==> src/logic/alu_pkg.sv <==
// ALU package
// Shared widths, operation codes and the flag and unit-output structs
// for the registered 64-bit integer execution unit

`default_nettype none

package alu_pkg;

    // ============================================================
    // Widths
    // ============================================================
    localparam int WORD_BITS = 64;
    localparam int BYTE_BITS = 8;

    typedef logic [WORD_BITS-1:0]         word_t;   // Operand or result word
    typedef logic [$clog2(WORD_BITS)-1:0] shamt_t;  // Shift or rotate amount

    // ============================================================
    // Operation codes
    // ============================================================
    typedef enum logic [3:0] {
        ALU_ADD    = 4'h0,
        ALU_SUB    = 4'h1,
        ALU_MUL    = 4'h2,  // Low half of product
        ALU_DIV    = 4'h3,
        ALU_MOD    = 4'h4,
        ALU_AND    = 4'h5,
        ALU_OR     = 4'h6,
        ALU_XOR    = 4'h7,
        ALU_SHL    = 4'h8,
        ALU_SHR    = 4'h9,
        ALU_ROT    = 4'hA,  // Rotate left
        ALU_CMP    = 4'hB,  // Unsigned less-than
        ALU_CLZ    = 4'hC,
        ALU_CTZ    = 4'hD,
        ALU_POPCNT = 4'hE,
        ALU_BSWAP  = 4'hF
    } alu_op_e;

    // ============================================================
    // Result and flag bundles
    // ============================================================
    typedef struct packed {
        logic zero;
        logic overflow;
        logic carry;
        logic negative;
        logic parity;   // XOR of the low byte
    } alu_flags_t;

    // Common output of every execution unit
    typedef struct packed {
        word_t result;
        logic  overflow;
        logic  carry;
    } unit_out_t;

endpackage

`default_nettype wire

==> src/logic/bit_ops_unit.sv <==
// Bit operations unit
// Bitwise logic, byte swap, leading and trailing zero count and
// population count; overflow and carry are always clear

`timescale 1ns/1ps
`default_nettype none

module bit_ops_unit (
    input  wire  alu_pkg::alu_op_e  op,
    input  wire  alu_pkg::word_t    rs1,
    input  wire  alu_pkg::word_t    rs2,
    output alu_pkg::unit_out_t      bits_out
);

    localparam int W        = alu_pkg::WORD_BITS;
    localparam int B        = alu_pkg::BYTE_BITS;
    localparam int NBYTES   = W / B;
    localparam int CNT_BITS = $clog2(W) + 1;   // Holds 0 to W inclusive

    alu_pkg::word_t      bswap;
    logic [CNT_BITS-1:0] clz_cnt;
    logic [CNT_BITS-1:0] ctz_cnt;
    logic [CNT_BITS-1:0] pop_cnt;
    logic                lead_found;
    logic                trail_found;

    // ============================================================
    // Byte swap
    // ============================================================
    always_comb begin
        for (int i = 0; i < NBYTES; i++) begin
            bswap[i*B +: B] = rs1[(NBYTES-1-i)*B +: B];
        end
    end

    // ============================================================
    // Counts, all-zero word gives W for CLZ and CTZ
    // ============================================================
    always_comb begin
        clz_cnt     = '0;
        ctz_cnt     = '0;
        pop_cnt     = '0;
        lead_found  = 1'b0;
        trail_found = 1'b0;
        for (int i = 0; i < W; i++) begin
            // Scan from the top for CLZ
            if (rs1[W-1-i]) lead_found = 1'b1;
            else if (!lead_found) clz_cnt = clz_cnt + 1'b1;
            // Scan from the bottom for CTZ
            if (rs1[i]) trail_found = 1'b1;
            else if (!trail_found) ctz_cnt = ctz_cnt + 1'b1;
            pop_cnt = pop_cnt + CNT_BITS'(rs1[i]);
        end
    end

    always_comb begin
        bits_out = '0;   // Overflow and carry stay clear
        case (op)
            alu_pkg::ALU_AND:    bits_out.result = rs1 & rs2;
            alu_pkg::ALU_OR:     bits_out.result = rs1 | rs2;
            alu_pkg::ALU_XOR:    bits_out.result = rs1 ^ rs2;
            alu_pkg::ALU_BSWAP:  bits_out.result = bswap;
            alu_pkg::ALU_CLZ:    bits_out.result = alu_pkg::word_t'(clz_cnt);
            alu_pkg::ALU_CTZ:    bits_out.result = alu_pkg::word_t'(ctz_cnt);
            alu_pkg::ALU_POPCNT: bits_out.result = alu_pkg::word_t'(pop_cnt);
            default:             bits_out = '0;
        endcase
    end

    always_comb begin
        if (op == alu_pkg::ALU_POPCNT) begin
            a_pop_range: assert final (bits_out.result <= alu_pkg::word_t'(W))
                else $error("bit_ops_unit: POPCNT result %0d above word width",
                            bits_out.result);
        end
    end

endmodule

`default_nettype wire

==> config.mk <==
export PLATFORM = sky130hd
export DESIGN_NAME = bit_ops_unit
export DESIGN_NICKNAME = d
export VERILOG_FILES = /design/src/logic/alu_pkg.sv /design/src/logic/bit_ops_unit.sv
export SDC_FILE = /design/constraint.sdc
export NUM_CORES = 1
export LEC_CHECK = 0
export ABC_AREA = 1
export BUFFER_PORTS_ARGS = -buffer_cell sky130_fd_sc_hd__buf_4
export CORE_ASPECT_RATIO = 1.1
export CORE_UTILIZATION = 55
export DETAILED_ROUTE_END_ITERATION = 16
export PLACE_DENSITY = 0.7
export REMOVE_ABC_BUFFERS = 1
export SYNTH_ARGS = -nofsm -noshare
export SYNTH_HDL_FRONTEND = slang
export SYNTH_SLANG_ARGS = --single-unit
==> constraint.sdc <==
create_clock -name vclk -period 52.5
set_clock_uncertainty 0.2 [all_clocks]
set_input_delay 7.875 -clock vclk [all_inputs]
set_output_delay 7.875 -clock vclk [all_outputs]
set_load 0.02 [all_outputs]
==> reports/metrics.yaml, run 1 <==
status: "finished with violations"
violations: "design-rule violations"
syn_to_final_growth_pct: 8.99
crit_top_cell: "nand2_1"
gp_congestion: 0.960
slew_headroom_pct: 51.2
wirelength_um: 67800
final_cell_mix: "nand2_1 (1,507), inv_1 (915), nand3_1 (617)"
seq_area_um2: 0
synth_cells: 4655
path_max_fanout: 10
start_util_pct: 55.7
synthesis.area_um2: 24100
drtPass1Iterations: 12
drive_gt1_share_pct: 11.6
critPathSlowestCell: "ha_1"
clkPwrFrac_pct: 0
max_cap_violations: 0
hold_slack_ns: 16.03
dp_hpwl_um: 58600
arrival_ns: 41.31
leakagePower_uw: 0.0157
drc_errors: 1
startpoint: "rs1[1]"
final_nets: 5289
vias: 27400
n_sequential_cell: 0
nClkBuffers: 0
final_common_cell: "nand2_1"
avgSynthCellArea_um2: 5.18
dieArea_um2: 44700
antenna_found_initial: 1
total_power_uw: 429
drt_iter0_drc: 1546
fin_crit_sh_pct: 94.1
hp-start: "rs2[28]"
fin_setup_tns_ns: 0
p_switching_uw: 259
startpoint_type: "primary input"
holdPathEnd: "bits_out[30]"
combPwrFrac_pct: 100.0
worstSetupPathType: "primary input to output port"
postRouteAntennaNets: 0
slew_violations: 0
sw_frac_of_total_pct: 60.5
grt_pass1_vias: 24600
peakVddDrop_uv: 90.3
chipHeight_um: 222
cp_data_required_time_ns: 44.43
max_freq_mhz: 20.3
fin_area_um2: 26300
fin_util_pct: 60.7
grt_max_degree: 62
cp_slowest_stage_delay_ns: 0.36
io_pins: 198
internal_power_uw: 169
post_drt_wl_per_cell_um: 12.5
grt_first_pass_wirelength_um: 112000
yosysWarningCount: 0
min_path_type: "primary input to output port"
numPortBuffers: 196
via_per_inst: 5.06
n_antenna_cell: 0
worst_pin_slew_ns: 0.732
critPathCaptureType: "output port"
num_rows: 80
hold_depth: 5
grt_usage_pct: 29.7
finalSetupViolCount: 0
ys_types: 59
grt-ovfl-total: 0
power.density_nw_per_um2: 16.3
dpl_cell_area_um2: 26200
design.core.area_um2: 43300
seqPwrFrac_pct: 0
hold_viol: 0
fill_cells: 4672
die_x_um: 202
post-route-min-period_ns: 49.38
yosysSeqAreaShare_pct: 0
==> how the worst max path moves through the flow <==
stage,endpoint,slack (ns),cells after the start
floorplan,bits_out[8],5.22,217
global placement,bits_out[8],3.30,218
detailed placement,bits_out[8],2.33,218
CTS,bits_out[8],2.26,218
global route,bits_out[8],-0.01,218
finish,bits_out[8],3.12,218
==> layer usage <==
| metal | vias to the layer above | track usage [%] | part of all wire (%) |
|---|---|---|---|
| li1 | 14900 | - | - |
| met1 | 11700 | 36.4 | 45 |
| met2 | 621 | 53.4 | 46 |
| met3 | 147 | 2.88 | 5.3 |
| met4 | 2 | 10.6 | 4.1 |
| met5 | - | 0 | 0.019 |
==> what timing repair did <==
action / in CTS / in global routing
gates resized for setup: 0 / 13
hold buffers: 0 / 0
buffers inserted: 0 / 3
endpoints found under the setup margin: 0 / 6
==> through the flow <==
stage,instances,worst slack (ns)
2_1_floorplan,4629,5.22
3_3_place_gp,5403,3.30
3_5_place_dp,5403,2.33
4_1_cts,5403,2.26
5_1_grt,5406,-0.0130
6_report,5406,3.12
==> cells by family after synthesis <==
family / share of synthesized area (%)
compound gates: 8.41
simple gates: 55.8
fa+ha+maj: 18.4
other cells: 0.0155
buf+inv: 17.2
xor+xnor: 0.182
==> power groups by stage <==
stage	sequential, uW	combinational [uW]	clock, uW
global route	0	496	0
finish	0	429	0
CTS	0	421	0
global placement	0	409	0
detailed placement	0	413	0
floorplan	0	303	0
==> layout make-up <==
type | count | area, um2 | share of cell area [%]
multi-input cells | 3583 | 20000 | 76.1
inverters | 1046 | 4030 | 15.3
repair buffers | 203 | 1520 | 5.80
well taps | 574 | 718 | 2.73
==> synth_stat cells, types with 5 or more instances <==
cell / n / area [um2]
ha_1: 269 / 3370
nor2_4: 63 / 709
o21ai_1: 6 / 30.0
nand2_1: 1508 / 5660
clkbuf_1: 23 / 86.3
nor3_1: 11 / 55.1
nand3_2: 14 / 140
a22oi_1: 5 / 37.5
nand3_4: 5 / 87.6
nor2_8: 12 / 240
nand4_1: 73 / 457
or2_2: 6 / 37.5
nand2_4: 6 / 67.6
nor2_2: 58 / 363
o211ai_1: 24 / 180
nor2_1: 440 / 1650
inv_4: 21 / 131
nand3b_1: 62 / 465
inv_1: 917 / 3440
a221oi_1: 65 / 569
nand3_1: 617 / 3090
nand2_2: 52 / 325
clkinv_1: 14 / 52.6
fa_1: 54 / 1080
o21a_1: 9 / 67.6
a21oi_1: 58 / 290
inv_2: 87 / 327
o21ai_0: 125 / 626
==> critical path: cells and delay by family <==
kind | cells | cell delay (ns)
buf+inv | 28 | 2.08
compound gates | 46 | 6.59
fa+ha+maj | 63 | 17.90
simple gates | 81 | 6.79
Note: power is estimated with default switching activity, not from simulation.
==> run 2, diff against run 1 <==
--- a/config.mk
+++ b/config.mk
@@ -6,11 +6,12 @@
 export NUM_CORES = 1
 export LEC_CHECK = 0
 export ABC_AREA = 1
-export BUFFER_PORTS_ARGS = -buffer_cell sky130_fd_sc_hd__buf_4
+export ABC_CLOCK_PERIOD_IN_PS = 52500
 export CORE_ASPECT_RATIO = 1.1
 export CORE_UTILIZATION = 55
 export DETAILED_ROUTE_END_ITERATION = 16
-export PLACE_DENSITY = 0.7
+export DONT_BUFFER_PORTS = 1
+export PLACE_DENSITY = 0.66
 export REMOVE_ABC_BUFFERS = 1
 export SYNTH_ARGS = -nofsm -noshare
 export SYNTH_HDL_FRONTEND = slang
==> run 2 against run 1 <==
  * The run now ends clean
  * Maximum frequency hardly changed
  * Final cell count fell by 3.7%
  * Wire length decreased by 1.2%
  * Combinational power down 8.4%
  * Setup slack better by 0.037 ns
  * Total power shrank 8.4%
  * Core utilization fell by 3.5 points
  * Clock-buffer cell count unchanged
  * Sequential share of layout area stayed put
  * First-iteration DRC count is 14% lower
  * Global-route usage shrank 0.43 points
  * Worst hold slack worse by 0.15 ns
  * Critical endpoint unchanged
  * Largest cell class unchanged
==> reports/metrics.yaml, run 2 (synthesis results as in run 1) <==
status: "complete, no violations"
start_util_pct: 55.7
hold_viol: 0
numPortBuffers: 0
grt_usage_pct: 29.3
grt_pass1_vias: 23800
seqPwrFrac_pct: 0
seq_area_um2: 0
worst_pin_slew_ns: 1.16
slew_violations: 0
die_x_um: 202
nClkBuffers: 0
grt_first_pass_wirelength_um: 110000
worstSetupPathType: "primary input to output port"
fin_crit_sh_pct: 94.0
place_worst_setup_slack_ns: 2.47
leakagePower_uw: 0.0147
dpl.cell_count: 5206
post_drt_wl_per_cell_um: 12.9
chipHeight_um: 222
final_cell_mix: "nand2_1 (1,506), inv_1 (916), nand3_1 (617)"
path_buf_inv: 27
multiInputGateArea_um2: 20000
dieArea_um2: 44700
wirelength_um: 67000
max_cap_violations: 0
sw_frac_of_total_pct: 61.1
dp_hpwl_um: 57800
slew_headroom_pct: 21.8
fill_cells: 4797
min_path_type: "primary input to output port"
peakVddDrop_uv: 115
post-route-min-period_ns: 49.34
fin_util_pct: 57.2
startpoint_type: "primary input"
drc_errors: 0
grt-ovfl-total: 0
setup_slack_ns: 3.16
design.core.area_um2: 43300
stdcell_count: 5207
final_nets: 5090
p_switching_uw: 240
max_freq_mhz: 20.3
cp_data_required_time_ns: 44.43
crit_family: "adder cells"
drive_gt1_share_pct: 7.75
syn_to_final_growth_pct: 2.75
final_common_cell: "nand2_1"
num_rows: 80
n_antenna_cell: 0
critPathSlowestCell: "ha_1"
n_sequential_cell: 0
power.density_nw_per_um2: 15.8
cp_slowest_stage_delay_ns: 0.37
finalSetupViolCount: 0
gp_congestion: 0.962
drtPass1Iterations: 6
drt_iter0_drc: 1322
postRouteAntennaNets: 0
grt_max_degree: 62
path_max_fanout: 5
crit_top_cell: "nand2_1"
vias: 26400
arrival_ns: 41.27
critPathCaptureType: "output port"
clkPwrFrac_pct: 0
io_pins: 198
via_per_inst: 5.07
combPwrFrac_pct: 100.0
antenna_found_initial: 1
internal_power_uw: 153
## run 2: changes by cell type in the layout (fill, tap and decap cells not counted), sizes merged
cell      change
buf         -199
clkinvlp      -1
inv           +1
## run 2: stage by stage
stage	TNS (ns)	total power (uW)	instance area, um2	hold slack (ns)
floorplan	0	303	24000	15.82
global placement	0	382	24700	15.88
detailed placement	0	384	24700	15.88
CTS	0	389	24700	15.88
global route	-0.0516	458	24800	15.90
finish	0	393	24800	15.88
## run 2: per-layer routing
| metal | global-route usage (%) | vias up | routed length (um) |
|---|---|---|---|
| met4 | 6.94 | 0 | 1890 |
| met1 | 34.3 | 11200 | 29100 |
| li1 | - | 14500 | - |
| met2 | 53.7 | 524 | 31200 |
| met3 | 6.13 | 95 | 4770 |
| met5 | 0 | - | 0 |
## run 2: worst paths after layout
check	startpoint	endpoint	slack, ns	cells past startpoint
min	op[1]	bits_out[7]	15.88	3
max	rs1[0]	bits_out[8]	3.16	217
## run 2: cell type report
class	instances	share of cell area, %
Inverter	1046	16.2
Multi-Input combinational cell	3583	80.7
Timing Repair Buffer	4	0.121
Tap cell	574	2.90
## run 2: worst min-delay path: cells and delay by family
kind,cells,cell delay [ns]
and+or+nand+nor,2,0.14
AOI/OAI and AO/OA,1,0.19
## run 2: timing repair
item / in CTS / in global routing
setup endpoints to repair: 0 / 6
setup buffers: 0 / 1
hold buffers: 0 / 0
gates resized for setup: 0 / 11
## run 2: power groups by stage
stage / Combinational (uW) / Clock, uW / Sequential, uW
finish: 393 / 0 / 0
global route: 458 / 0 / 0
CTS: 389 / 0 / 0
detailed placement: 384 / 0 / 0
global placement: 382 / 0 / 0
floorplan: 303 / 0 / 0
