### config.mk
export PLATFORM = sky130hd
export DESIGN_NAME = alu_result_stage
export DESIGN_NICKNAME = d
export VERILOG_FILES = /design/src/logic/alu_pkg.sv /design/src/logic/alu_result_stage.sv
export SDC_FILE = /design/constraint.sdc
export NUM_CORES = 1
export LEC_CHECK = 0
export BUFFER_PORTS_ARGS = -buffer_cell sky130_fd_sc_hd__buf_2
export CAP_MARGIN = 0
export CORE_MARGIN = 5
export CORE_UTILIZATION = 43
export CTS_CLUSTER_SIZE = 10
export DETAILED_ROUTE_END_ITERATION = 12
export MAX_ROUTING_LAYER = met4
export PLACE_DENSITY = 0.84
export SLEW_MARGIN = 20
export SYNTH_ARGS = -nofsm -noshare
export SYNTH_HDL_FRONTEND = slang
export SYNTH_SLANG_ARGS = --single-unit
### constraint.sdc
create_clock -name clk -period 0.9 [get_ports clk]
set_input_delay 0.18 -clock clk [delete_from_list [all_inputs] [get_ports clk]]
set_output_delay 0.18 -clock clk [all_outputs]
set_load 0.01 [all_outputs]
### src/logic/alu_pkg.sv
// ALU package
// Shared widths, operation codes and the flag and unit-output structs
// for the registered 64-bit integer execution unit

`default_nettype none

package alu_pkg;

    // ============================================================
    // Widths
    // ============================================================
    localparam int WORD_BITS = 64;
    localparam int BYTE_BITS = 8;

    typedef logic [WORD_BITS-1:0]         word_t;   // Operand or result word
    typedef logic [$clog2(WORD_BITS)-1:0] shamt_t;  // Shift or rotate amount

    // ============================================================
    // Operation codes
    // ============================================================
    typedef enum logic [3:0] {
        ALU_ADD    = 4'h0,
        ALU_SUB    = 4'h1,
        ALU_MUL    = 4'h2,  // Low half of product
        ALU_DIV    = 4'h3,
        ALU_MOD    = 4'h4,
        ALU_AND    = 4'h5,
        ALU_OR     = 4'h6,
        ALU_XOR    = 4'h7,
        ALU_SHL    = 4'h8,
        ALU_SHR    = 4'h9,
        ALU_ROT    = 4'hA,  // Rotate left
        ALU_CMP    = 4'hB,  // Unsigned less-than
        ALU_CLZ    = 4'hC,
        ALU_CTZ    = 4'hD,
        ALU_POPCNT = 4'hE,
        ALU_BSWAP  = 4'hF
    } alu_op_e;

    // ============================================================
    // Result and flag bundles
    // ============================================================
    typedef struct packed {
        logic zero;
        logic overflow;
        logic carry;
        logic negative;
        logic parity;   // XOR of the low byte
    } alu_flags_t;

    // Common output of every execution unit
    typedef struct packed {
        word_t result;
        logic  overflow;
        logic  carry;
    } unit_out_t;

endpackage

`default_nettype wire

### src/logic/alu_result_stage.sv
// ALU result stage
// Picks the unit output for the operation, forms the flags and
// registers result and flags with a one-cycle valid pulse

`timescale 1ns/1ps
`default_nettype none

module alu_result_stage (
    input  wire  logic               clk,
    input  wire  logic               rst_n,
    input  wire  logic               op_valid,
    input  wire  alu_pkg::alu_op_e   op,
    input  wire  alu_pkg::unit_out_t arith_out,
    input  wire  alu_pkg::unit_out_t shift_out,
    input  wire  alu_pkg::unit_out_t bits_out,
    output logic                     res_valid,
    output alu_pkg::word_t           result,
    output alu_pkg::alu_flags_t      flags
);

    localparam int W = alu_pkg::WORD_BITS;
    localparam int B = alu_pkg::BYTE_BITS;

    alu_pkg::unit_out_t  sel;
    alu_pkg::alu_flags_t next_flags;

    // ============================================================
    // Unit select by operation group
    // ============================================================
    always_comb begin
        case (op)
            alu_pkg::ALU_ADD, alu_pkg::ALU_SUB, alu_pkg::ALU_MUL,
            alu_pkg::ALU_DIV, alu_pkg::ALU_MOD, alu_pkg::ALU_CMP: begin
                sel = arith_out;
            end
            alu_pkg::ALU_SHL, alu_pkg::ALU_SHR, alu_pkg::ALU_ROT: begin
                sel = shift_out;
            end
            default: sel = bits_out;   // Logic, counts and byte swap
        endcase
    end

    always_comb begin
        next_flags.zero     = (sel.result == '0);
        next_flags.overflow = sel.overflow;
        next_flags.carry    = sel.carry;
        next_flags.negative = sel.result[W-1];
        next_flags.parity   = ^sel.result[B-1:0];
    end

    // ============================================================
    // Output register
    // ============================================================
    always_ff @(posedge clk or negedge rst_n) begin
        if (!rst_n) begin
            res_valid <= 1'b0;
            result    <= '0;
            flags     <= '0;
        end else begin
            res_valid <= op_valid;
            if (op_valid) begin   // Hold until the next accepted op
                result <= sel.result;
                flags  <= next_flags;
            end
        end
    end

    // Back-to-back results need back-to-back strobes
    a_valid_pair: assert property (@(posedge clk) disable iff (!rst_n)
        (res_valid && $past(res_valid)) |-> ($past(op_valid) && $past(op_valid, 2)))
        else $error("alu_result_stage: res_valid high twice without two strobes");

    a_zero_flag: assert property (@(posedge clk) disable iff (!rst_n)
        res_valid |-> (flags.zero == (result == '0)))
        else $error("alu_result_stage: zero flag disagrees with result %h", result);

endmodule

`default_nettype wire

==> results.json, run 1 <==
{
  "status": "finished with violations",
  "violations": "negative setup slack",
  "reg2reg_slack_ps": -250,
  "synth_ff_type": "dfrtp_1",
  "async_reset_ff_share_pct": 100.0,
  "skew_ps": 0,
  "hpwl_um": 14740,
  "fmax_mhz": 403.6,
  "min-delay-start": "bits_out[29]",
  "fin_crit_ps": 2478,
  "pin_count": 275,
  "setup.worst_path.end_class": "register",
  "start_kind": "primary input",
  "grt_util_all_layers_pct": 43.29,
  "wirelength_um": 35970,
  "gp_congestion": 1.024,
  "cp_max_fo": 7,
  "layout-drive-gt1-share_pct": 73.42,
  "synth.net_count": 742,
  "whs_ps": 133.8,
  "core_um2": 9819,
  "final_nets": 1157,
  "clockBufferDepth": 2,
  "start_util_pct": 44.15,
  "synth.cell_area_um2": 4335,
  "dpl.cell_count": 956,
  "first_pass_iters": 7,
  "grt_pass1_vias": 7445,
  "synth_cell_type_count": 38,
  "cp.arrival_ps": 2770,
  "hold_path_depth": 3,
  "cts_buffers": 9,
  "cellLeakagePower_nw": 4.411,
  "p_per_area_nw_per_um2": 1345,
  "ir_drop_v": 0.001322,
  "routed_via_density": 7.324,
  "grt_overflow": 0,
  "synthCells": 533,
  "dieWidth_um": 110.4,
  "synthTopCellsByCount": "108 x nand2_1, 99 x a21oi_1, 69 x dfrtp_1",
  "routedWlPerCell_um": 33.00,
  "worst_skew_pair.late_latency_ps": 370,
  "synth_seq_cells": 69,
  "synth_area_leader_cell": "dfrtp_1",
  "grt_max_degree": 61,
  "hold_path_end": "result[27]$_DFFE_PN0P_",
  "finalCritPeriodShare_pct": 275.3,
  "dieArea_um2": 12190,
  "antenna_found_initial": 5,
  "post-synth-top-count-cell": "nand2_1",
  "reg2reg_to": "result[25]$_DFFE_PN0P_",
  "cp.required_ps": 1190,
  "num_rows": 36,
  "htreeDepth": 3,
  "drtIter0Drc": 1359,
  "drc_errors": 0,
  "synth_top_cell_area_share_pct": 39.83,
  "clk_pin_slew_worst_paths_ps": 90,
  "worstRegToRegCells": 4,
  "syn2layout_area_growth_pct": 117.9,
  "worst_pin_slew_ps": 711.4,
  "synth_edf_count": 0,
  "cts-root-buf": "clkbuf_8",
  "r2r-start": "result[25]$_DFFE_PN0P_",
  "max-cap-violations": 0,
  "max-slew-margin-rel_pct": 52.57,
  "yosys-top-cells-area": "dfrtp_1 40%, a21oi_1 11%, nand2_1 9.4%, a221oi_1 9.1%, nor2_1 4.7%",
  "critPathKind": "in -> reg",
  "fin_ws_ps": -1578,
  "clock-sinks": 69,
  "die_h_um": 110.4,
  "grt_pass1_wl_um": 40370,
  "setup_viol": 138,
  "io_buffers": 274,
  "report.final.slew_viol_count": 0,
  "rsz0062_at_grt": "yes",
  "finalHoldViolations": 0,
  "num_vias": 7983,
  "ant_nets": 0,
  "cts_tree": "done",
  "fin_total_pwr_mw": 12.71,
  "syn_area_per_cell_um2": 8.134,
  "hold_path_class": "in -> reg",
  "fill_cells": 196,
  "ys_warn_count": 0,
  "finalNonFillerCells": 1090,
  "ys_seq_area_share_pct": 39.83
}
[power by group]
part | internal, mW | total [mW] | leakage, nW | switching [mW]
registers | 3.51 | 3.89 | 0.796 | 0.384
clock network | 1.22 | 2.63 | 0.0926 | 1.41
logic | 2.94 | 6.19 | 3.52 | 3.25
total | 7.66 | 12.7 | 4.41 | 5.05
[repair_timing]
| action | in CTS | in global routing |
|---|---|---|
| cloned | 10 | 1 |
| pin swaps | 61 | 113 |
| buffers inserted | 75 | 43 |
| hold buffers | 1 | 0 |
| setup endpoints to repair | 138 | 138 |
| resized for setup | 215 | 149 |
| hold endpoints to repair | 69 | 0 |
[worst max path at each step]
stage,endpoint,cells past startpoint,from
after floorplan,flags[4]$_DFFE_PN0P_,10,op[3]
after global placement,flags[4]$_DFFE_PN0P_,10,op[3]
after detailed placement,flags[4]$_DFFE_PN0P_,10,op[3]
after CTS,flags[4]$_DFFE_PN0P_,9,op[1]
after global routing,flags[4]$_DFFE_PN0P_,11,op[0]
final,flags[4]$_DFFE_PN0P_,9,op[3]
[metal layers]
metal | global-route usage (%) | vias to the layer above | part of all wire (%)
met5 | - | - | 0
met4 | 34.65 | 0 | 14
met3 | 11.82 | 517 | 14
met2 | 69.90 | 1101 | 43
met1 | 44.09 | 3553 | 29
li1 | - | 2812 | -
[critical path, stage by stage]
cell and delay, ps:
buf_12 110, buf_12 130, o31a_2 430, a221oi_2 400
ha_2 260, nand4_1 90, or4_4 460, or4_4 440
o32ai_2 270
[flip-flops by register name, summed over array words and instances, names as in the netlist]
name,count
flags,4
res_valid,1
result,64
[placed cells by master (no fill, tap or decap), drive strengths merged, types with 2 or more instances in the layout]
| cell type | n |
|---|---|
| a21boi | 2 |
| a221oi | 45 |
| dfrtp | 69 |
| a21bo | 2 |
| and4b | 2 |
| a22oi | 12 |
| diode | 5 |
| ha | 4 |
| buf | 447 |
| nand3 | 10 |
| nor4 | 3 |
| nor2 | 54 |
| a21oi | 99 |
| o21ai | 10 |
| mux2 | 15 |
| mux2i | 16 |
| clkbuf | 15 |
| o31a | 2 |
| nand2 | 108 |
| or4 | 4 |
| o211ai | 5 |
| nor2b | 2 |
| nand4 | 10 |
| xnor2 | 3 |
[final cells by class]
type,count,area [µm²],area share (%)
clock inverter,1,5.005,0.05297
antenna,5,12.51,0.1324
tap,133,166.4,1.761
sequential,69,1727,18.28
clock buffer,14,172.7,1.828
inverter,1,3.754,0.03973
timing repair buffer,449,3451,36.52
multi-input combinational,418,3910,41.39
[per-stage QoR]
| stage | utilization [%] | setup WS, ps | area [µm²] | TNS [ps] |
|---|---|---|---|---|
| 2_1_floorplan | - | -1683 | 4751 | -27090 |
| 5_1_grt | 96.22 | -1670 | 9448 | -52910 |
| 4_1_cts | 86.15 | -1285 | 8459 | -41940 |
| 3_5_place_dp | 66.17 | -1943 | 6497 | -64610 |
| 6_report | 96.22 | -1578 | 9448 | -51150 |
| 3_3_place_gp | 66.17 | -1890 | 6497 | -61120 |
[logic make-up (layout without fill, tap and decap cells)]
group | after synthesis | after routing | share of synthesized area (%)
compound gates | 179 | 182 | 26.49
xor+xnor | 3 | 3 | 0.6062
fa+ha+maj | 4 | 4 | 1.154
buf+inv | 49 | 465 | 4.877
flops | 69 | 69 | 39.83
mux | 31 | 31 | 7.590
other cells | 0 | 5 | 0
simple gates | 198 | 198 | 19.45
Power figures use the tool's default switching activity.
==> run 2, diff against run 1 <==
Settings changed: CORE_UTILIZATION 43 to 47, PLACE_DENSITY 0.84 to 0.9.
Clock period 0.9 ns to 2.93 ns, I/O delays scaled along.
==> run 2 against run 1 <==
Net effect: the run now ends clean; sequential power fell by 70%; clock power down 70%; clock skew unchanged; global-route usage shrank 12 points; setup slack better by 1700 ps; critical endpoint unchanged; largest cell class unchanged.
==> results.json, run 2 (same netlist as run 1, synthesis figures left out) <==
{
  "max-slew-margin-rel_pct": 40.16,
  "wirelength_um": 18050,
  "multi_input_area_um2": 2499,
  "antenna_found_initial": 2,
  "cts.hold.buffers_added": 0,
  "cellLeakagePower_nw": 3.177,
  "pin_count": 275,
  "fill_cells": 736,
  "fin_crit_ps": 2830,
  "dpl.cell_count": 927,
  "ant_nets": 0,
  "worst_pin_slew_ps": 897.6,
  "num_vias": 5537,
  "finalCritPeriodShare_pct": 96.57,
  "reg2reg_slack_ps": 2150,
  "finalHoldViolations": 0,
  "report.final.slew_viol_count": 0,
  "max-cap-violations": 0,
  "ir_drop_v": 0.0002888,
  "worst_skew_pair.late_latency_ps": 340,
  "fin_total_pwr_mw": 2.918,
  "grt_util_all_layers_pct": 31.47,
  "cts-root-buf": "clkbuf_8",
  "final_nets": 1037,
  "final_cell_mix": "272 x buf_2, 108 x nand2_1, 99 x a21oi_1",
  "io_buffers": 274,
  "tns_ps": 0,
  "finalNonFillerCells": 946,
  "final_core_util_pct": 71.00,
  "drtIter0Drc": 464,
  "reg_top3": "result x64, flags x4, res_valid x1",
  "cp.required_ps": 3170,
  "clock-sinks": 69,
  "dieWidth_um": 106.0,
  "setup_viol": 0,
  "hold_path_class": "in -> async",
  "seqCellArea_um2": 1727,
  "clk_pin_slew_worst_paths_ps": 70,
  "drc_errors": 0,
  "p_per_area_nw_per_um2": 451.1,
  "setup.worst_path.end_class": "register",
  "routed_via_density": 5.853,
  "cts_buffers": 9,
  "worstRegToRegCells": 1,
  "layout_commonest_cell": "buf_2",
  "grt_max_degree": 70,
  "r2r-start": "result[38]$_DFFE_PN0P_",
  "first_pass_iters": 9,
  "die_h_um": 106.0,
  "clockBufferDepth": 2,
  "num_rows": 35,
  "rsz0062_at_grt": "no",
  "routedWlPerCell_um": 19.08,
  "startpoint": "op[0]",
  "top_register": "result",
  "largest_register_ffs": 64,
  "skew_ps": 0,
  "htreeDepth": 3,
  "status": "completed",
  "critPathKind": "in -> reg",
  "reg2reg_to": "result[38]$_DFFE_PN0P_",
  "syn2layout_area_growth_pct": 49.18,
  "grt_overflow": 0,
  "core_um2": 9109,
  "cp_max_fo": 9,
  "grt_pass1_vias": 5498,
  "hpwl_um": 14020,
  "dieArea_um2": 11250,
  "gp_congestion": 1.012,
  "grt_pass1_wl_um": 27260,
  "layout-drive-gt1-share_pct": 45.31,
  "fmax_mhz": 353.4,
  "cp.arrival_ps": 3070,
  "start_util_pct": 47.60,
  "start_kind": "primary input",
  "cts_tree": "done"
}
[run 2: cell count changes in the layout (fill, tap and decap cells not counted), sizes merged]
cell         previous run  this run
buf                   447       332
diode                   5         3
a21bo                   2         1
a21boi                  2         1
bufinv                  0         1
clkbuf                 15        14
clkinv                  1         0
dlygate4sd3             1         0
o31a                    2         1
[run 2: area by class of cell]
| cell class | count | area share (%) |
|---|---|---|
| diodes | 3 | 0.1161 |
| multi-input cells | 415 | 38.63 |
| clock inverters | 1 | 0.4643 |
| inverters | 1 | 0.05804 |
| clock buffers | 14 | 2.515 |
| flip-flops and latches | 69 | 26.70 |
| repair buffers | 332 | 29.37 |
| well taps | 111 | 2.147 |
[run 2: where the power goes]
group / internal, mW / switching, mW / leakage, nW / total, mW
sequential: 1.08 / 0.0758 / 0.796 / 1.15
clock: 0.437 / 0.340 / 0.0968 / 0.777
combinational: 0.461 / 0.527 / 2.28 / 0.988
[run 2: stage by stage]
step | setup WS (ps) | cell area, µm² | hold WS, ps
2_1_floorplan | -58.92 | 4446 | 290.4
3_3_place_gp | -288.4 | 6227 | 470.9
3_5_place_dp | -373.1 | 6227 | 478.8
4_1_cts | 8.490 | 6420 | 394.2
5_1_grt | 1.824 | 6467 | 425.6
6_report | 100.5 | 6467 | 376.2
[run 2: routing by layer]
layer	up-vias	GRT usage, %	share of wire [%]
li1	2544	-	-
met1	2559	35.98	37
met2	368	53.60	50
met3	66	7.347	9.1
met4	0	12.49	4.2
met5	-	-	0
[run 2: worst max-delay path by stage]
| stage | end | slack [ps] | cells after the start |
|---|---|---|---|
| 2_1_floorplan | flags[4]$_DFFE_PN0P_ | -60 | 10 |
| 3_3_place_gp | flags[4]$_DFFE_PN0P_ | -290 | 10 |
| 3_5_place_dp | flags[4]$_DFFE_PN0P_ | -370 | 10 |
| 4_1_cts | flags[4]$_DFFE_PN0P_ | 8 | 10 |
| 5_1_grt | flags[4]$_DFFE_PN0P_ | 2 | 11 |
| 6_report | flags[4]$_DFFE_PN0P_ | 100 | 11 |
[run 2: worst max-delay path: stages]
cell,delay (ps)
buf_2,130
a21bo_2,260
buf_4,190
buf_4,160
buf_4,160
nand2_1,70
a21oi_1,60
a221oi_1,460
nand4_1,160
or4_1,560
o32ai_2,260
[run 2: timing repair]
| action | CTS | global route |
|---|---|---|
| pin swaps | 1 | 2 |
| setup endpoints to repair | 1 | 1 |
| buffers inserted | 0 | 1 |
| gates resized for setup | 0 | 3 |
| endpoints found under the hold margin | 0 | 0 |
==> run 3, diff against run 2 <==
Settings changed: CORE_UTILIZATION 47 to 40, PLACE_DENSITY 0.9 to 0.79.
==> run 3 against run 2 <==
Net effect: clock skew unchanged; clock power rose by 2%; setup slack gained 46 ps; utilization decreased by 11 points; wire length down 4.7%; sequential share of layout area grew 0.19 points; non-clock buffer count down 4; fmax rose by 1.7%; global-route usage fell by 5.3 points; highest routed layer unchanged.
==> results.json, run 3 (same netlist as run 1, synthesis figures left out) <==
{
  "status": "completed",
  "grt_max_degree": 75,
  "top_register": "result",
  "ant_nets": 0,
  "clk_pin_slew_worst_paths_ps": 80,
  "max-cap-violations": 0,
  "start_kind": "primary input",
  "htreeDepth": 3,
  "grt_pass1_wl_um": 26190,
  "final_cell_mix": "272 x buf_2, 108 x nand2_1, 99 x a21oi_1",
  "drtIter0Drc": 338,
  "max-slew-margin-rel_pct": 40.41,
  "layout_commonest_cell": "buf_2",
  "cp_top_family": "compound AO/OA/AOI/OAI gates",
  "rsz0062_at_grt": "no",
  "crit_slowest_cell": "or4_1",
  "first_pass_iters": 5,
  "num_rows": 38,
  "setup_viol": 0,
  "cts_tree": "done",
  "start_util_pct": 40.35,
  "dieArea_um2": 13020,
  "report.final.slew_viol_count": 0,
  "cts-root-buf": "clkbuf_8",
  "grt_pass1_vias": 5129,
  "final_nets": 1033,
  "fin_crit_ps": 2784,
  "routed_via_density": 5.478,
  "io_buffers": 274,
  "cp.arrival_ps": 3030,
  "critPathBufInv": 3,
  "cellLeakagePower_nw": 3.140,
  "clock-sinks": 69,
  "routedWlPerCell_um": 17.75,
  "grt_util_all_layers_pct": 26.15,
  "cp_slowest_stage_delay_ps": 510,
  "skew_ps": 0,
  "worst_pin_slew_ps": 893.8,
  "core_um2": 10750,
  "num_vias": 5308,
  "critPathKind": "in -> reg",
  "cp_max_fo": 32,
  "pin_count": 275,
  "finalHoldViolations": 0,
  "fmax_mhz": 359.3,
  "syn2layout_area_growth_pct": 48.11,
  "dieWidth_um": 114.1,
  "setup.worst_path.end_class": "register",
  "hold_path_class": "in -> async",
  "finalNonFillerCells": 969,
  "cp.required_ps": 3170,
  "reg2reg_slack_ps": 2160,
  "finalCritPeriodShare_pct": 95.00,
  "antenna_found_initial": 0,
  "cts.hold.buffers_added": 0,
  "grt_overflow": 0,
  "wirelength_um": 17200,
  "worst_skew_pair.late_latency_ps": 330,
  "dpl.cell_count": 953,
  "layout-drive-gt1-share_pct": 45.36,
  "hpwl_um": 13320,
  "crit_chain": "buf_2, o31a_4, buf_6, a22oi_1, o21ai_0, nor4_2, buf_4, nand4_1, or4_1, o32ai_2",
  "reg_top3": "result x64, flags x4, res_valid x1",
  "drc_errors": 0,
  "p_per_area_nw_per_um2": 451.4,
  "cts_buffers": 9,
  "clockBufferDepth": 2,
  "ir_drop_v": 0.0002570,
  "gp_congestion": 0.9139,
  "diodes": 0,
  "die_h_um": 114.1,
  "largest_register_ffs": 64,
  "tns_ps": 0
}
==> run 3: final cells by class <==
cell class | instances | area (µm²)
fillers | 1036 | 4324
repair buffers | 328 | 1823
clock buffers | 10 | 137.6
well taps | 140 | 175.2
clock inverters | 6 | 62.56
inverters | 1 | 3.754
multi-input cells | 415 | 2492
flip-flops and latches | 69 | 1727
==> run 3: what timing repair did <==
| action | CTS | global route |
|---|---|---|
| resized for setup | 1 | 2 |
| setup endpoints to repair | 1 | 1 |
| pin swaps | 0 | 0 |
| setup buffers | 0 | 0 |
==> run 3: metrics by stage <==
stage | hold slack [ps] | setup WS [ps] | cell area, µm² | total power, mW | util [%]
floorplan | 290.4 | -58.92 | 4446 | 1.629 | -
global placement | 476.9 | -309.8 | 6203 | 2.106 | 57.73
detailed placement | 478.7 | -370.8 | 6203 | 2.123 | 57.73
CTS | 388.8 | 51.68 | 6411 | 2.922 | 59.66
global route | 440.7 | 17.20 | 6421 | 3.069 | 59.76
finish | 360.1 | 146.4 | 6421 | 2.898 | 59.76
==> run 3: power by group <==
part / leakage [nW] / internal [mW] / switching (mW)
combinational: 2.25 / 0.452 / 0.511
clock: 0.0943 / 0.413 / 0.377
sequential: 0.796 / 1.08 / 0.0691
total: 3.14 / 1.94 / 0.956
==> run 3: per-layer routing <==
metal	part of all wire (%)	vias to the layer above	track usage (%)
met5	0	-	-
met4	2.2	0	7.759
met3	8.4	31	5.127
met2	50	270	43.64
met1	40	2472	32.26
li1	-	2535	-
==> run 3: path summary, 6_finish.rpt <==
check	end	start	cells after the start
min reg2reg	result[47]$_DFFE_PN0P_	result[47]$_DFFE_PN0P_	1
min	result[2]$_DFFE_PN0P_	rst_n	1
max in group asynchronous	result[21]$_DFFE_PN0P_	rst_n	1
min in group clk	result[47]$_DFFE_PN0P_	result[47]$_DFFE_PN0P_	1
max	flags[4]$_DFFE_PN0P_	op[3]	10
max reg2reg	result[37]$_DFFE_PN0P_	result[37]$_DFFE_PN0P_	1
